--- config.mk ---
export PLATFORM = sky130hd
export DESIGN_NAME = rect_fill_top
export DESIGN_NICKNAME = d
export VERILOG_FILES = /design/src/fill_pkg.sv /design/src/rect_fill_top.sv /design/src/fill_pattern.sv /design/src/fill_addr_gen.sv /design/src/rect_counter.sv /design/src/fill_fsm.sv
export VERILOG_INCLUDE_DIRS = /design/src
export SDC_FILE = /design/constraint.sdc
export NUM_CORES = 1
export LEC_CHECK = 0
export BUFFER_PORTS_ARGS = -buffer_cell sky130_fd_sc_hd__clkbuf_2
export CAP_MARGIN = 20
export CELL_PAD_IN_SITES_DETAIL_PLACEMENT = 2
export CELL_PAD_IN_SITES_GLOBAL_PLACEMENT = 2
export CORE_MARGIN = 1
export CORE_UTILIZATION = 30
export DETAILED_ROUTE_END_ITERATION = 16
export PLACE_DENSITY_LB_ADDON = 0.1
export SLEW_MARGIN = 5
export SYNTH_ARGS = -nofsm -noshare
export SYNTH_HDL_FRONTEND = slang
export SYNTH_SLANG_ARGS = --single-unit
--- constraint.sdc ---
create_clock -name clkSYS -period 5.3 [get_ports clkSYS]
set_input_delay 0.53 -clock clkSYS [delete_from_list [all_inputs] [get_ports clkSYS]]
set_output_delay 0.53 -clock clkSYS [all_outputs]
set_load 0.005 [all_outputs]
--- src/fill_consts.svh ---
// Width and pitch macros for the rectangle fill engine
`ifndef FILL_CONSTS_SVH
`define FILL_CONSTS_SVH

// Word address into the frame buffer memory
`define FILL_ADDR_W 24

// One memory word, also one pixel
`define FILL_DATA_W 16

// Column and row counters
// Also the width of offsets and lengths in the job configuration
`define FILL_CNT_W 10

// Line pitch in words
// Distance between the first words of two adjacent rows
`define FILL_LINE_SIZE 480

// Largest rectangle dimension that the counters can hold
// is 2 ** FILL_CNT_W - 1 words
// Zero length is not supported

// The memory port carries a fill_wr_t,
// FILL_ADDR_W + FILL_DATA_W bits wide,
// with the address in the upper bits

`endif
--- src/fill_pkg.sv ---
// Fill mode, job configuration and memory write word types
`default_nettype none

`include "fill_consts.svh"

package fill_pkg;

	// Source of the write data
	typedef enum logic {
		FILL_SOLID   = 1'b0,
		FILL_PATTERN = 1'b1
	} fill_mode_t;

	// Per-job configuration, sampled in the start cycle
	typedef struct packed {
		fill_mode_t                 mode;
		// Solid mode colour
		logic [`FILL_DATA_W - 1:0]  colour;
		// Frame buffer base address
		logic [`FILL_ADDR_W - 1:0]  base;
		// Rectangle origin inside the frame
		logic [`FILL_CNT_W - 1:0]   x_off;
		logic [`FILL_CNT_W - 1:0]   y_off;
		// Rectangle size in words and rows, never zero
		logic [`FILL_CNT_W - 1:0]   x_len;
		logic [`FILL_CNT_W - 1:0]   y_len;
	} fill_cfg_t;

	// One write on the memory port
	typedef struct packed {
		logic [`FILL_ADDR_W - 1:0]  addr;
		logic [`FILL_DATA_W - 1:0]  data;
	} fill_wr_t;

endpackage

`default_nettype wire

--- src/rect_fill_top.sv ---
// Rectangle fill engine top level
`timescale 1ns/1ps
`default_nettype none

`include "fill_consts.svh"

module rect_fill_top (
	input  logic                 clkSYS,
	input  logic                 n_reset,
	input  logic                 start,
	input  logic                 ack,
	input  fill_pkg::fill_cfg_t  cfg,
	output logic                 busy,
	output logic                 done,
	output logic                 req,
	output fill_pkg::fill_wr_t   wr_word
);

	logic                        load;
	logic                        step;
	logic                        last_col;
	logic                        last_row;
	logic [`FILL_ADDR_W - 1:0]   wr_addr;
	logic [`FILL_DATA_W - 1:0]   wr_data;

	fill_fsm u_fsm (
		.clkSYS, .n_reset, .start, .ack, .last_col, .last_row,
		.load, .step, .req, .busy, .done
	);

	rect_counter u_counter (
		.clkSYS, .n_reset, .load, .step, .cfg, .last_col, .last_row
	);

	fill_addr_gen u_addr (
		.clkSYS, .n_reset, .load, .step, .last_col, .cfg, .addr(wr_addr)
	);

	fill_pattern u_pattern (
		.clkSYS, .n_reset, .load, .step, .cfg, .data(wr_data)
	);

	// Memory port word
	assign wr_word = '{addr: wr_addr, data: wr_data};

endmodule

`default_nettype wire

--- src/fill_pattern.sv ---
// Write data source, solid colour or 18-bit LFSR pattern
`timescale 1ns/1ps
`default_nettype none

`include "fill_consts.svh"

module fill_pattern (
	input  logic                       clkSYS,
	input  logic                       n_reset,
	input  logic                       load,
	input  logic                       step,
	input  fill_pkg::fill_cfg_t        cfg,
	output logic [`FILL_DATA_W - 1:0]  data
);

	localparam int LW = 18;

	fill_pkg::fill_mode_t        mode;
	logic [`FILL_DATA_W - 1:0]   colour;
	logic [LW - 1:0]             lfsr;
	logic                        lfsr_fb;

	// XNOR feedback keeps the all-zero start state legal
	assign lfsr_fb = ~(lfsr[17] ^ lfsr[10]);

	always_ff @(posedge clkSYS, negedge n_reset) begin
		if (~n_reset) begin
			mode <= fill_pkg::FILL_SOLID;
			lfsr <= '0;
		end else if (load) begin
			mode <= cfg.mode;
			// Restart so each job repeats the same sequence
			lfsr <= '0;
		end else if (step) begin
			lfsr <= {lfsr[LW - 2:0], lfsr_fb};
		end
	end

	always_ff @(posedge clkSYS) begin
		if (load)
			colour <= cfg.colour;
	end

	// Pattern uses the upper 16 LFSR bits
	assign data = (mode == fill_pkg::FILL_PATTERN) ? lfsr[17:2] : colour;

endmodule

`default_nettype wire

--- src/fill_addr_gen.sv ---
// Row base and word address generation for the fill engine
`timescale 1ns/1ps
`default_nettype none

`include "fill_consts.svh"

module fill_addr_gen (
	input  logic                       clkSYS,
	input  logic                       n_reset,
	input  logic                       load,
	input  logic                       step,
	input  logic                       last_col,
	input  fill_pkg::fill_cfg_t        cfg,
	output logic [`FILL_ADDR_W - 1:0]  addr
);

	localparam int AW = `FILL_ADDR_W;

	logic [AW - 1:0] row_base;
	logic [AW - 1:0] start_addr;
	logic [AW - 1:0] next_base;

	// First word of the rectangle
	assign start_addr = cfg.base
		+ AW'(cfg.y_off) * AW'(`FILL_LINE_SIZE)
		+ AW'(cfg.x_off);

	// First word of the following row
	assign next_base = row_base + AW'(`FILL_LINE_SIZE);

	always_ff @(posedge clkSYS, negedge n_reset) begin
		if (~n_reset) begin
			row_base <= '0;
			addr <= '0;
		end else if (load) begin
			row_base <= start_addr;
			addr <= start_addr;
		end else if (step) begin
			if (last_col) begin
				// Wrap to the start of the next row
				row_base <= next_base;
				addr <= next_base;
			end else begin
				addr <= addr + 1'b1;
			end
		end
	end

endmodule

`default_nettype wire

--- src/rect_counter.sv ---
// Column and row down-counters with end of row and end of rectangle flags
`timescale 1ns/1ps
`default_nettype none

`include "fill_consts.svh"

module rect_counter (
	input  logic                  clkSYS,
	input  logic                  n_reset,
	input  logic                  load,
	input  logic                  step,
	input  fill_pkg::fill_cfg_t   cfg,
	output logic                  last_col,
	output logic                  last_row
);

	localparam int CW = `FILL_CNT_W;

	logic [CW - 1:0] col;
	logic [CW - 1:0] row;
	// Column reload value, kept for the whole job
	logic [CW - 1:0] col_top;

	always_ff @(posedge clkSYS, negedge n_reset) begin
		if (~n_reset) begin
			col <= '0;
			row <= '0;
			col_top <= '0;
		end else if (load) begin
			col_top <= cfg.x_len - 1'b1;
			col <= cfg.x_len - 1'b1;
			row <= cfg.y_len - 1'b1;
		end else if (step) begin
			if (col == '0) begin
				// Reload the column for the next row
				col <= col_top;
				row <= row - 1'b1;
			end else begin
				col <= col - 1'b1;
			end
		end
	end

	// Counts run down to zero
	assign last_col = (col == '0);
	assign last_row = (row == '0);

endmodule

`default_nettype wire

--- src/fill_fsm.sv ---
// Job sequencer: load, write request, step and done
`timescale 1ns/1ps
`default_nettype none

module fill_fsm (
	input  logic clkSYS,
	input  logic n_reset,
	input  logic start,
	input  logic ack,
	input  logic last_col,
	input  logic last_row,
	output logic load,
	output logic step,
	output logic req,
	output logic busy,
	output logic done
);

	typedef enum logic [1:0] {
		ST_IDLE   = 2'd0,
		ST_ISSUE  = 2'd1,
		ST_SETTLE = 2'd2
	} state_t;

	state_t state, state_next;
	logic   last_word;

	// Current word closes the rectangle
	assign last_word = last_col & last_row;

	always_comb begin
		state_next = state;
		load = 1'b0;
		step = 1'b0;
		case (state)
			ST_IDLE: begin
				if (start) begin
					load = 1'b1;
					state_next = ST_ISSUE;
				end
			end
			ST_ISSUE: begin
				if (ack) begin
					step = 1'b1;
					state_next = last_word ? ST_IDLE : ST_SETTLE;
				end
			end
			// One gap cycle so address and data can advance
			ST_SETTLE: state_next = ST_ISSUE;
			default: state_next = ST_IDLE;
		endcase
	end

	always_ff @(posedge clkSYS, negedge n_reset) begin
		if (~n_reset) begin
			state <= ST_IDLE;
			done <= 1'b0;
		end else begin
			state <= state_next;
			done <= (state == ST_ISSUE) & ack & last_word;
		end
	end

	// Request held through the whole issue state until ack
	assign req = (state == ST_ISSUE);
	assign busy = (state != ST_IDLE);

endmodule

`default_nettype wire

# [Word level (Yosys, flattened, before mapping)]
# Cells that the tools add are included.
[op_classes] add_sub_neg=8 mul=1 eq_ne=4 n_mux=23 n_bitwise=5 n_reduce_logical=8
[ops] op="2-to-1 mux 24 bit" n=6
[ops] op="2-to-1 mux 10 bit" n=6
[ops] op="subtractor 10 x 1 -> 10 bit (second input constant)" n=4
[ops] op="2-to-1 mux 18 bit" n=2
[ops] op="adder 24 x 1 -> 24 bit (second input constant)" n=1
[ops] op="adder 24 x 10 -> 24 bit" n=1
[ops] op="adder 24 x 19 -> 24 bit" n=1
[ops] op="adder 24 x 9 -> 24 bit (second input constant)" n=1
[ops] op="logical NOT 10 bit" n=2
[ops] op="2-to-1 mux 16 bit" n=1
[ops] op="multiplier 10 x 4 -> 14 bit (second input constant)" n=1
[ops] op="2-to-1 mux 2 bit" n=3
[ops] op="case mux 2 bit (3 select lines)" n=1
[ops] op="nonzero test 2 bit" n=3
[ops] op="2-to-1 mux 1 bit" n=4
[ops] op="!= test 2 bit (second input constant)" n=2
[ops] op="AND reduction 2 bit" n=2
[ops] op="bitwise AND 1 bit" n=3
[ops] op="equality test 2 x 1 -> 1 bit (second input constant)" n=1
[ops] op="equality test 2 bit (second input constant)" n=1
[ops] op="logical NOT 2 bit" n=1
[ops] op="NOT 1 bit" n=1
[ops] op="XOR 1 bit" n=1
[word_totals] ff_bits=116 inputBits=85

# [Longest topological paths before layout]
# Gate-level depths: netlist of run 1.
[logic_depth] ltp_word=5 mapped_depth=22 ltp_nobuf=21

# [Cells and area by module]
# Synthesis of run 1 repeated with hierarchy kept, for this count alone.
[hier_totals] cells_unflattened=1005 hier_area_um2=9177.6
[modules_own_cells] mod="fill_addr_gen" instances=1 cells_each=672 area_each_um2=5504.0 seq_area_each_um2=1201.2
[modules_own_cells] mod="rect_counter" instances=1 cells_each=223 area_each_um2=2014.4 seq_area_each_um2=750.7
[modules_own_cells] mod="fill_pattern" instances=1 cells_each=96 area_each_um2=1522.7 seq_area_each_um2=955.9
[modules_own_cells] mod="fill_fsm" instances=1 cells_each=14 area_each_um2=136.4 seq_area_each_um2=75.1

# [Least setup slack after synthesis of run 1]
# Ideal clock, no wire load.
[synth_timing] kind="in2reg" startpoint="input port cfg[20] (netlist name)" endpoint="register u_addr.addr[18]" t_arrival_ns=4.791 required_ns=5.181 setup_slack_ns=0.390 path_stages=22 path_cell_list="fa_1 fa_1 inv_1 fa_1 inv_1 a21oi_1 o21ai_0 a21o_1 a21oi_1 o21a_1 xnor2_1 ha_1 ha_1 clkbuf_1 a21o_1 a21o_1 a211oi_1 a21oi_1 a21oi_1 xor2_1 o22ai_1 o21a_1"
[synth_via] elab_chain_len=4
[synth_rtl] element="from (decl)" line_no="rect_fill_top.sv:12" text="input fill_pkg::fill_cfg_t cfg,"
[synth_rtl] element="multiplier 10 x 4 -> 14 bit" line_no="fill_addr_gen.sv:25" text="+ AW'(cfg.y_off) * AW'(`FILL_LINE_SIZE)"
[synth_rtl] element="adder 24 x 19 -> 24 bit" line_no="fill_addr_gen.sv:24" text="assign start_addr = cfg.base"
[synth_rtl] element="adder 24 x 10 -> 24 bit" line_no="fill_addr_gen.sv:24"
[synth_rtl] element="2-to-1 mux 24 bit" line_no="fill_addr_gen.sv:35" text="end else if (load) begin"
[synth_rtl] element="to (signal assigned)" line_no="fill_addr_gen.sv:37" text="addr <= start_addr;"
[synth_rtl] element="to (signal assigned)" line_no="fill_addr_gen.sv:42" text="addr <= next_base;"
[synth_rtl] element="to (signal assigned)" line_no="fill_addr_gen.sv:44" text="addr <= addr + 1'b1;"
[synth_rtl] element="to (decl)" line_no="fill_addr_gen.sv:14" text="output logic [`FILL_ADDR_W - 1:0] addr"
# No other way between the ends.
# A chain may end at the register's enable or synchronous reset.

# [Worst setup path in the final report of run 1]
[layout_timing] startpoint="input port cfg[22] (netlist name)" endpoint="register u_addr.addr[23]"
# Same word-level chain as after synthesis.

==> metrics list, run 1 <==
- In the routed design, unresolved DRC markers number 0.
* Placed inst area: 0.009651 mm²
- The routed design could run at a clock period as short as 4.873 ns.
- Total CTS buffers: 17
- Area delta synth->final: 21.42%
* CP max-delay cell: fa_1
* Synth top cells by count: dfrtp_1, nand2_1, nor2_1, a21oi_1, inv_1
- For this run, the leading register cell type out of synthesis is dfrtp_1.
* Clock tree buffer depth: 2
- The wire-length estimate of the detail-placed layout is 19730 µm.
* Crit path capture type: register
- The critical path crosses 22 cells after its start point.
- Antenna cells: 0
- Clock-pin slew was measured on the worst setup and hold paths at 0.06 ns.
- The number of endpoints with negative hold slack in the final report is 0.
- The core region is 0.02778 mm².
- Syn_nets: 1104
- Registers are responsible for 28.8% of the overall power.
- Pwr Density: 578.9 mW/mm²
* Slew at the pin closest to its max-slew limit: 0.9695 ns
- Power dissipated by switching net loads: 2.534 mW
- The setup path with the least slack is of type input port to register.
- After routing the design area is 0.01031 mm².
* Total number of vias: 7515
- Synth warnings: 0
- Clock sinks: 116
* Root Driver: clkbuf_16
- Pre-CTS worst setup slack: -0.05997 ns
* #FFs+latches synth: 116
- Largest vdd supply drop: 0.0001887 V
* Top cell family by delay on the critical path: compound AO/OA/AOI/OAI gates
- Final weighted congestion of routability-driven global placement: 0.7686
- Final TNS setup: 0 ns
- Clock tree from TritonCTS: built
- The critical path ends at u_addr.addr[23].
- Worst setup path startpoint: cfg[22]
* Share of synthesized area occupied by flip-flops and latches: 35.13%
* Crit start category: input port
- Initial antenna violation count: 0
- Worst clock skew on the final layout: 0.01504 ns
- Data on the critical path arrives at its endpoint at 5.21 ns.
- Boundary Pins: 128
- Static timing analysis puts the maximum clock frequency at 205.2 MHz.
- The die is 170.2 µm tall.
* Run status: finished, final reports clean
- For this run, asynchronously set or reset flops after synthesis account for 86.21%.
- The total overflow left after global routing is 0.
* Wire length of the first global-routing pass: 44170 µm
- Maximum level of the CTS H-tree: 4
- Headroom to the max-slew limit: 35.36%
* Number of I/O port buffers: 127
- Area fraction of the dominant cell type after synthesis: 29.47%
- Clock latency on the worst-skew pair, taken at its later pin, is 0.43 ns.
- Of all cell types, the one taking the most synthesized area is dfrtp_1.
- After detailed routing, the number of vias per cell comes to 5.140.
- Count of cell types in the netlist: 67
- Counting flops with a built-in enable in the synthesized netlist gives 16.
- Reg2reg end: u_counter.row[0]
- Launch instance of the worst register-to-register path: u_counter.col[0]
- Share of cells above drive strength 1: 20.30%
- Slack of the worst reg-to-reg path: 2.09 ns
* Number of max-capacitance violations reported: 0
- WP data required: 5.64 ns
- Worst-path fanout max: 4
- The count of pins over their slew limit is 0.
* Syn Area/Cell: 9.024 µm²
* Syn Std Cell Area: 0.008492 mm²
- Number of iterations in the first detailed-routing pass: 5
- Total of fill cells in the finished design: 3183
* Pin count of the biggest net entering global routing: 70
- The tightest hold path in the finished design has a slack of 0.2643 ns.
- Across every metal layer, demand over resource in global routing totals 19.50%.
- Number of instances in the synthesized netlist: 941
- Worst Reg-to-Reg Cells: 8
- Worst path cell trace: clkbuf_2, inv_1, fa_1, fa_1, inv_1, ha_1, a21oi_1, o21ai_1, a21o_1, a21oi_1, o21a_1, xnor2_1, ha_1, ha_1, buf_4, a21oi_1, o211ai_1, nand2b_1, a31oi_1, o31a_1, o21ai_1, a31oi_1
* WL per Instance: 18.22 µm
* Leading cell type by number of instances after synthesis: dfrtp_1
* Area of the die: 0.02898 mm²
- Ranking of synthesized cells by area: dfrtp_1, ha_1, edfxtp_1, xnor2_1, fa_1
- Switching part of the total: 42.44%
* Final setup slack of the worst path: 0.4270 ns
- In the finished design, the share of the clock period the worst path needs comes to 91.94%.
- Post-CTS Setup Bufs: 0
- The internal portion of the total power is 3.436 mW.
- Measured along the x axis, the die boundary spans 170.2 µm.
- Setup violations remaining at the end of the flow were counted as 0.
* Slowest Stage Delay on Critical Path: 0.52 ns
- Part of the power in the clock network: 21.7%
* WP buf/inv: 4
* Standby leakage power: 4.606 nW
* Number of nets still failing antenna checks after routing: 0
* Initial core utilization: 30.57%
- The min-delay analysis places its worst path in the category input port to async pin.
- For this run, the post-layout net count is 1234.
- Setup repair after global routing left no endpoint under its margin.
- Cell row count: 61
- Portion of total power attributed to combinational logic: 49.5%
- Starting DRC count in detailed routing: 334
- Via count of the first global-routing pass: 8307
* Routed wire length: 26640 µm
layer usage:
layer | track usage, % | vias up | share of wire, %
li1 | - | 3610 | -
met1 | 25.12 | 3790 | 47
met2 | 33.77 | 101 | 50
met3 | 3.326 | 14 | 2.9
met4 | 4.622 | 0 | 0.88
met5 | 0 | - | 0
cell usage in the layout (no fill, tap or decap), drive strengths merged, types with 4 or more instances in the layout:
| master | synthesis | final |
|---|---|---|
| mux2 | 18 | 18 |
| a211oi | 5 | 5 |
| nor4 | 8 | 8 |
| xnor2 | 53 | 53 |
| nand3 | 22 | 22 |
| o211ai | 19 | 19 |
| o221ai | 4 | 4 |
| a21oi | 65 | 65 |
| bufinv | 0 | 5 |
| o21ai | 62 | 62 |
| nor3 | 22 | 22 |
| clkbuf | 30 | 144 |
| inv | 63 | 66 |
| buf | 14 | 29 |
| dfrtp | 100 | 100 |
| a21o | 13 | 13 |
| and2 | 6 | 6 |
| o22ai | 6 | 6 |
| a22o | 17 | 17 |
| mux2i | 6 | 6 |
| ha | 55 | 55 |
| a311oi | 7 | 7 |
| edfxtp | 16 | 16 |
| nand2 | 89 | 89 |
| nand4 | 17 | 17 |
| o21a | 9 | 9 |
| and3 | 12 | 12 |
| nor2 | 83 | 83 |
| fa | 23 | 23 |
| nand2b | 6 | 6 |
| xor2 | 31 | 31 |
| a31oi | 18 | 18 |
worst register-to-register path: stages, from the launching register on:
cell and delay, ns:
dfrtp_1 0.40, inv_1 0.14, ha_1 0.28, nand3_1 0.25, nor4_4 0.20, buf_4 0.42, nand2_1 0.57, nand2_1 0.48
mux2_2 0.37
power by group through the flow:
stage          Sequential (mW)  Clock [mW]  Combinational (mW)
4_1_cts                   1.72        1.32                3.03
5_1_grt                   1.78        1.36                3.37
3_3_place_gp              1.72           0                2.95
3_5_place_dp              1.73           0                3.01
6_report                  1.72        1.29                2.96
2_1_floorplan             1.58           0                2.04
how the worst min path moves through the flow:
stage	start	end	slack [ns]	depth (start not counted)
2_1_floorplan	n_reset	u_addr.addr[0]	0.23	0
3_3_place_gp	u_counter.col_top[4]	u_counter.col_top[4]	0.46	1
3_5_place_dp	u_addr.row_base[3]	u_addr.row_base[3]	0.47	1
4_1_cts	cfg[73]	u_pattern.colour[9]	0.26	1
5_1_grt	cfg[75]	u_pattern.colour[11]	0.26	1
6_report	n_reset	u_counter.col_top[1]	0.26	1
state kept, by name, summed over array words and instances, names as in the netlist:
register	flops
u_addr.addr	24
u_counter.col	10
u_counter.col_top	10
u_addr.row_base	24
u_fsm.done	1
u_pattern.lfsr	18
u_pattern.mode	1
u_fsm.state	2
u_counter.row	10
u_pattern.colour	16
cell type report:
| cell class | count | area [µm²] | area share [%] |
|---|---|---|---|
| clock buffer | 18 | 429.2 | 4.162 |
| clock inverter | 14 | 225.2 | 2.184 |
| inverter | 63 | 236.5 | 2.293 |
| multi-input combinational | 718 | 5116 | 49.62 |
| sequential | 116 | 2983 | 28.93 |
| tap | 378 | 473.0 | 4.587 |
| timing repair buffer | 155 | 848.3 | 8.227 |
per-stage QoR:
stage | util [%] | total power [mW] | instances
after floorplan | - | 3.616 | 941
after CTS | 37.09 | 6.079 | 1462
after global routing | 37.11 | 6.509 | 1462
final | 37.11 | 5.969 | 1462
after global placement | 34.74 | 4.669 | 1430
after detailed placement | 34.74 | 4.747 | 1430
cell families (layout without fill, tap and decap cells):
kind of cell    after synthesis  count (layout)  synth area share [%]
compound gates              249             249                 18.92
xor+xnor                     84              84                 8.664
fa+ha+maj                    78              78                 13.53
buf+inv                     107             250                 4.862
flops                       116             116                 35.13
mux                          24              24                 3.094
simple gates                283             283                 15.81
what timing repair did:
| item | 4_1_cts | 5_1_grt |
|---|---|---|
| endpoints found under the setup margin | 0 | 1 |
| resized for setup | 0 | 2 |
| hold buffers | 0 | 0 |
Power figures use the tool's default switching activity.
==> run 2, diff against run 1 <==
CTS_BUF_LIST = sky130_fd_sc_hd__clkbuf_8   (was default)
==> run 2 against run 1 <==
  * Design area shrank 1.9%
  * Combinational power is essentially flat
  * First-iteration DRC count shrank 7.8%
==> metrics list, run 2 (synthesis gave the netlist of run 1 again) <==
- The flow ran to the end, and the final reports show no timing, DRC or antenna violations.
* Initial core utilization: 30.57% (unchanged)
* Worst-path fanout max: 4 (unchanged)
* WP buf/inv: 4 (unchanged)
- Number of I/O port buffers: 127 (unchanged)
- The full die area is 0.02898 mm² (unchanged).
- WP data required: 5.60 ns (-0.04 ns)
- Clock tree buffer depth: 2 (unchanged)
- The library cell used most frequently in the layout, excluding fill and tap cells, is clkbuf_2.
* Period Utilization, post-route: 92.54% (+0.60 points)
* Worst path cell trace: clkbuf_2, fa_1, fa_1, inv_1, fa_1, inv_1, a21oi_1, o21ai_0, a21o_1, a21oi_1, o21a_1, xnor2_1, ha_1, ha_1, buf_4, a21oi_1, o211ai_1, nand2b_1, a31oi_1, nor4_1, o21ai_1, o21ai_0
- Net total in the final layout: 1234 (unchanged)
- Wire length of the first global-routing pass: 43860 µm (-0.72%)
- The post-layout minimum cycle time came to 4.905 ns (+0.03184 ns).
- The maximum operating frequency was 203.9 MHz (-0.65%).
* Worst-skew pair later-pin latency: 0.46 ns (+0.03 ns)
- Kind of critical path: input port to register
- The tree is rooted in a clkbuf_8.
- The die extent in x was 170.2 µm (unchanged).
- The largest registers in the layout are u_addr.addr x24, u_addr.row_base x24, u_pattern.lfsr x18.
* Post-CTS Setup Bufs: 0 (unchanged)
* Final TNS setup: 0 ns (unchanged)
- Data arrival at the endpoint of the critical path: 5.20 ns (about the same)
- Starting DRC count in detailed routing: 308 (-7.8%)
- Top cell family by delay on the critical path: adder cells
- Initial antenna violation count: 0 (unchanged)
* Crit path capture type: register
* Cts hold-fix bufs: 0 (unchanged)
- Leading cell types in the layout, fill and taps excluded: clkbuf_2, dfrtp_1, nand2_1
- CP max-delay cell: fa_1
- Cell row count: 61 (unchanged)
* Number of iterations in the first detailed-routing pass: 4 (-1)
- Maximum level of the CTS H-tree: 4 (unchanged)
- Cell count after placement: 1430 (unchanged)
- Number of max-capacitance violations reported: 0 (unchanged)
* Core Region: 0.02778 mm² (unchanged)
* Slowest Stage Delay on Critical Path: 0.53 ns (about the same)
- Total CTS buffers: 17 (unchanged)
- Number of nets still failing antenna checks after routing: 0 (unchanged)
- Clock sinks: 116 (unchanged)
- Type of the most critical hold path: input port to async pin
- The worst setup path is launched from an input port.
- Overall Global Routing Usage: 19.33% (-0.17 points)
- Clock tree from TritonCTS: built
- Vias per inst: 5.156 (+0.31%)
- Post-cts resize count: 0 (unchanged)
- Sum of overflow across all layers after global routing: 0 (unchanged)
* Slew at the pin closest to its max-slew limit: 0.9717 ns (+0.002182 ns)
- The logic depth of the worst register-to-register path was 8 (unchanged).
- The total detailed-routing wirelength is 26380 µm (-0.97%).
- Critical Path Stages: 22 (unchanged)
* Largest vdd supply drop: 0.0001569 V (-17%)
- The number of setup violations in the final report came to 0 (unchanged).
- Compared with the post-synthesis result, the final layout area differs by 19.09%.
- Design Power: 5.641 mW (-5.5%)
* Final weighted congestion of routability-driven global placement: 0.7686 (unchanged)
- The count of non-filler cells in the finished layout was 1462 (unchanged).
- The placed wire-length estimate after detailed placement came to 19730 µm (unchanged).
- Antenna cells: 0 (unchanged)
- The setup skew after layout came to 0.02018 ns (+0.005142 ns).
- Standby leakage power: 4.523 nW (-1.8%)
* Boundary Pins: 128 (unchanged)
* WL per Instance: 18.04 µm (-0.97%)
- Max-slew violations: 0 (unchanged)
- Chip height: 170.2 µm (unchanged)
- Total number of vias: 7538 (+0.31%)
- The pin count of the biggest net entering global routing came to 70 (unchanged).
* Share of cells above drive strength 1: 20.20% (-0.092 points)
- Setup repair after global routing left no endpoint under its margin.
* Count of endpoints failing hold in the final timing report: 0 (unchanged)
- DRC violations left: 0 (unchanged)
* Via count of the first global-routing pass: 8265 (-0.51%)
- The ratio of total power to cell area is 557.8 mW/mm² (-3.6%).
- Headroom to the max-slew limit: 35.22% (-0.15 points)
* Clock slew seen by the registers of the worst setup and hold paths: 0.08 ns (+0.02 ns)
- Total of fill cells in the finished design: 3199 (+0.50%)
run 2: where the power goes:
part | leakage (nW) | internal (mW) | switching (mW) | total (mW)
Combinational | 2.92 | 1.31 | 1.64 | 2.95
Sequential | 1.37 | 1.28 | 0.432 | 1.72
Clock | 0.225 | 0.564 | 0.412 | 0.975
run 2: worst paths after layout:
path	from	endpoint	slack, ns
max	cfg[20]	u_addr.row_base[23]	0.40
min	n_reset	u_counter.col_top[1]	0.23
max reg2reg	u_counter.col[0]	u_counter.row[0]	2.06
min reg2reg	u_counter.col_top[5]	u_counter.col_top[5]	0.48
max in group asynchronous	n_reset	u_addr.addr[22]	4.04
min in group clkSYS	cfg[75]	u_pattern.colour[11]	0.25
run 2: area by class of cell:
class | count | area [µm²] | area share (%)
sequential | 116 | 2983 | 29.49
inverter | 63 | 236.5 | 2.338
timing repair buffer | 155 | 848.3 | 8.388
clock inverter | 15 | 229.0 | 2.264
clock buffer | 17 | 234.0 | 2.314
multi-input combinational | 718 | 5110 | 50.53
tap | 378 | 473.0 | 4.677
run 2: worst reg2reg max path, delay by kind of cell, from the launching register on:
family	cells	cell delay (ns)
multiplexers	1	0.37
buffers and inverters	2	0.55
adder cells (fa/ha/maj)	1	0.27
AND/OR/NAND/NOR	4	1.51
flip-flops	1	0.40
run 2: metrics by stage:
| stage | hold slack [ns] | instance area [µm²] | worst slack (ns) | util [%] |
|---|---|---|---|---|
| final | 0.2290 | 10110 | 0.3952 | 36.40 |
| after global routing | 0.2207 | 10110 | 0.01159 | 36.40 |
| after CTS | 0.2223 | 10110 | 0.4034 | 36.40 |
| after detailed placement | 0.4707 | 9651 | -0.05997 | 34.74 |
| after global placement | 0.4572 | 9651 | 0.06949 | 34.74 |
| after floorplan | 0.2344 | 8492 | 0.3897 | - |
run 2: metal layers:
layer  GRT usage, %  share of wire, %
met4          4.426               1.1
met2          33.48                49
met5              0                 0
met3          3.070               3.3
met1          25.09                46
==> run 3, diff against run 2 <==
ABC_AREA = 1   (was default)
GPL_TIMING_DRIVEN = 0   (was default)
==> run 3 against run 2 <==
  * Total power rose by 7.5%
  * Sequential cell count is the same
  * Synthesized cell count grew 47%
  * Clock power is 9.8% lower
  * Count of clock-buffer cells in the layout stayed put
  * Non-clock buffer count increased by 12
  * Critical path depth up 5
  * Clock skew shrank 0.0040 ns
  * Die area increased by 12%
  * Largest power group unchanged
==> metrics list, run 3 <==
- The flow ran to the end, and the final reports show no timing, DRC or antenna violations.
- Leading cell types in the layout, fill and taps excluded: nand2_1, inv_1, nor2_1
- The count of clock tree sinks was 116 (unchanged).
- Area delta synth->final: 16.49%
* Share of the core filled with cells in the final layout: 35.93% (-0.47 points)
- After synthesis, the largest family of logic cells by area is simple AND/OR/NAND/NOR gates.
- Worst clock skew on the final layout: 0.01615 ns (-0.004036 ns)
- The post-synthesis instance area was 0.009558 mm² (+13%).
- STA classifies the critical path endpoint as a register.
* HPWL reported at the end of detailed placement: 30060 µm (+52%)
* Syn_nets: 1546 (+40%)
* Hold slack: 0.2292 ns (+0.0001640 ns)
- Synth top cells by count: nand2_1, inv_1, nor2_1, dfrtp_1, nand3_1
- Most frequent standard cell in the layout excluding fill and tap cells: nand2_1
- The post-synthesis simple-gate area fraction is 31.05% (+15 points).
- Worst-path fanout max: 5 (+1)
- By area the synthesized netlist is led by dfrtp_1, nand2_1, inv_1, ha_1, nor2_1.
- Fraction of synthesized area in multiplexers: 0% (-3.1 points)
* Vias per inst: 5.061 (-1.8%)
- The root buffer cell chosen for the clock tree is clkbuf_8.
- The mean area per synthesized cell came to 6.911 µm² (-23%).
- Share of flip-flops with an asynchronous set or reset after synthesis: 86.21% (unchanged)
- The delay of the slowest cell on the worst path came to 0.52 ns (about the same).
- Number of iterations in the first detailed-routing pass: 4 (unchanged)
- Max-slew violations: 0 (unchanged)
- The period utilization is 89.47% (-3.1 points).
* Library cell with the largest summed area after synthesis: dfrtp_1
* Synth warnings: 0 (unchanged)
- WL per Instance: 19.30 µm (+7.0%)
- Top cell family by delay on the critical path: adder cells
* WP buf/inv: 5 (+1)
* Pwr Density: 544.8 mW/mm² (-2.3%)
- The global-route wire length before repair is 60380 µm (+38%).
- Slew at the pin closest to its max-slew limit: 1.048 ns (+0.07659 ns)
- By instance count, the cell type seen most on the critical path is nand2_1.
- The maximum vdd drop came to 0.0001901 V (+21%).
* Net total in the final layout: 1694 (+37%)
- Number of I/O port buffers: 127 (unchanged)
- The total of fill cells in the finished design came to 3829 (+20%).
* Sum of overflow across all layers after global routing: 0 (unchanged)
- Standby leakage power: 5.850 nW (+29%)
- Die Width: 180.5 µm (+6.0%)
- Xor/xnor cell area share of the yosys netlist: 2.749% (-5.9 points)
- Boundary Pins: 128 (unchanged)
- WP data required: 5.66 ns (+0.06 ns)
- Final non-filler cell area: 0.01113 mm² (+10%)
- Type of the most critical hold path: input port to register
* Clock tree buffer depth: 2 (unchanged)
- Starting DRC count in detailed routing: 306 (-0.65%)
- The largest registers in the layout are u_addr.addr x24, u_addr.row_base x24, u_pattern.lfsr x18.
- The total global-route track usage is 24.01% (+4.7 points).
- The number of standard cells after synthesis was 1383 (+47%).
* Antenna cells: 0 (unchanged)
* Share of synthesized area occupied by flip-flops and latches: 31.21% (-3.9 points)
* Post-CTS Setup Bufs: 0 (unchanged)
- Clock tree from TritonCTS: built
* Cell row count: 64 (+4.9%)
- Area fraction of the dominant cell type after synthesis: 26.18% (-3.3 points)
- Maximum level of the CTS H-tree: 4 (unchanged)
* DRC violations left: 0 (unchanged)
* Total CTS buffers: 17 (unchanged)
- Kind of critical path: input port to register
* Setup violators final: 0 (unchanged)
- Chip height: 180.5 µm (+6.0%)
* Initial antenna violation count: 0 (unchanged)
* Achievable Freq: 210.9 MHz (+3.4%)
- Slack of the worst reg-to-reg path: 2.70 ns (+0.64 ns)
- Clock slew seen by the registers of the worst setup and hold paths: 0.08 ns (about the same)
- Core Region: 0.03099 mm² (+12%)
- The count of unique library cells instantiated by Yosys came to 48 (-28%).
- The pin count of the biggest net entering global routing is 90 (+29%).
- Placed inst area: 0.01073 mm² (+11%)
- The initial core utilization was 30.84% (+0.28 points).
* Final critical delay including setup and external delays: 4.742 ns (-0.1630 ns)
* Cell count after placement: 1907 (+33%)
* Share of cells above drive strength 1: 14.31% (-5.9 points)
* Compound-Gate Fraction of Synth Area: 12.20% (-6.7 points)
- Data arrival at the endpoint of the critical path: 5.10 ns (-0.10 ns)
- Most common flop cell mapped by yosys: dfrtp_1
- Headroom to the max-slew limit: 29.47% (-5.8 points)
* Number of max-capacitance violations reported: 0 (unchanged)
- The remaining antenna violation count came to 0 (unchanged).
- Leading cell type by number of instances after synthesis: nand2_1
- The number of global-route vias before repair is 10840 (+31%).
- Count of endpoints failing hold in the final timing report: 0 (unchanged)
- Number of flops mapped to enable cells by yosys: 16 (unchanged)
* Post-Layout Cell Count: 1940 (+33%)
* Total number of vias: 9819 (+30%)
- The post-layout total power was 6.065 mW (+7.5%).
* Final weighted congestion of routability-driven global placement: 0.8428 (+9.7%)
- Worst-skew pair later-pin latency: 0.47 ns (about the same)
* #FFs+latches synth: 116 (unchanged)
* Area of the die: 0.03258 mm² (+12%)
- Crit start category: input port
* CP max-delay cell: fa_1
* Post-Synth Adder-Cell Area: 12.02% (-1.5 points)
- Setup repair after global routing missed its margin: false
- The total detailed-routing wirelength was 37440 µm (+42%).
[run 3: final cells by class]
| class | count | area (µm²) | share of cell area (%) |
|---|---|---|---|
| Timing Repair Buffer | 129 | 681.9 | 6.124 |
| Tap cell | 396 | 495.5 | 4.450 |
| Multi-Input combinational cell | 1010 | 5545 | 49.80 |
| Sequential cell | 116 | 2983 | 26.79 |
| Buffer | 38 | 207.7 | 1.865 |
| Clock inverter | 15 | 165.2 | 1.483 |
| Clock buffer | 17 | 234.0 | 2.101 |
| Inverter | 219 | 822.0 | 7.383 |
[run 3: cells by family after synthesis]
family                     count (synthesis)
and+or+nand+nor                          706
buffers and inverters                    257
AOI/OAI and AO/OA                        196
DFF                                      116
adders and majority gates                 78
xor gates and xnor gates                  30
[run 3: timing repair]
| action | 4_1_cts | 5_1_grt |
|---|---|---|
| endpoints found under the hold margin | 11 | 0 |
| setup endpoints to repair | 0 | 1 |
| gates resized for setup | 0 | 1 |
| hold buffers | 1 | 0 |
[run 3: stage by stage]
step / worst slack (ns) / TNS [ns]
finish: 0.5582 / 0
global placement: 0.1066 / 0
detailed placement: -0.02837 / -0.02837
global route: 0.1229 / 0
floorplan: 0.9861 / 0
CTS: 0.4591 / 0
[run 3: worst paths after layout]
check / from / end / depth (start not counted)
max reg2reg: u_fsm.state[1] / u_counter.col[2] / 8
min: cfg[69] / u_pattern.colour[5] / 1
max: cfg[23] / u_addr.addr[20] / 27
min in group asynchronous: n_reset / u_counter.col_top[0] / 2
min reg2reg: u_counter.col_top[4] / u_counter.col_top[4] / 1
max in group asynchronous: n_reset / u_addr.addr[21] / 3
[run 3: where the power goes]
group | switching [mW] | total, mW | internal [mW]
registers | 0.328 | 1.56 | 1.23
clock network | 0.420 | 0.879 | 0.459
logic | 2.42 | 3.63 | 1.21
total | 3.17 | 6.07 | 2.89
[run 3: routing by layer]
| layer | wire, µm | track usage, % | vias up |
|---|---|---|---|
| li1 | - | - | 4720 |
| met1 | 17890 | 31.69 | 4927 |
| met2 | 18210 | 41.86 | 145 |
| met3 | 983 | 3.173 | 27 |
| met4 | 352 | 4.615 | 0 |
| met5 | 0 | 0 | - |
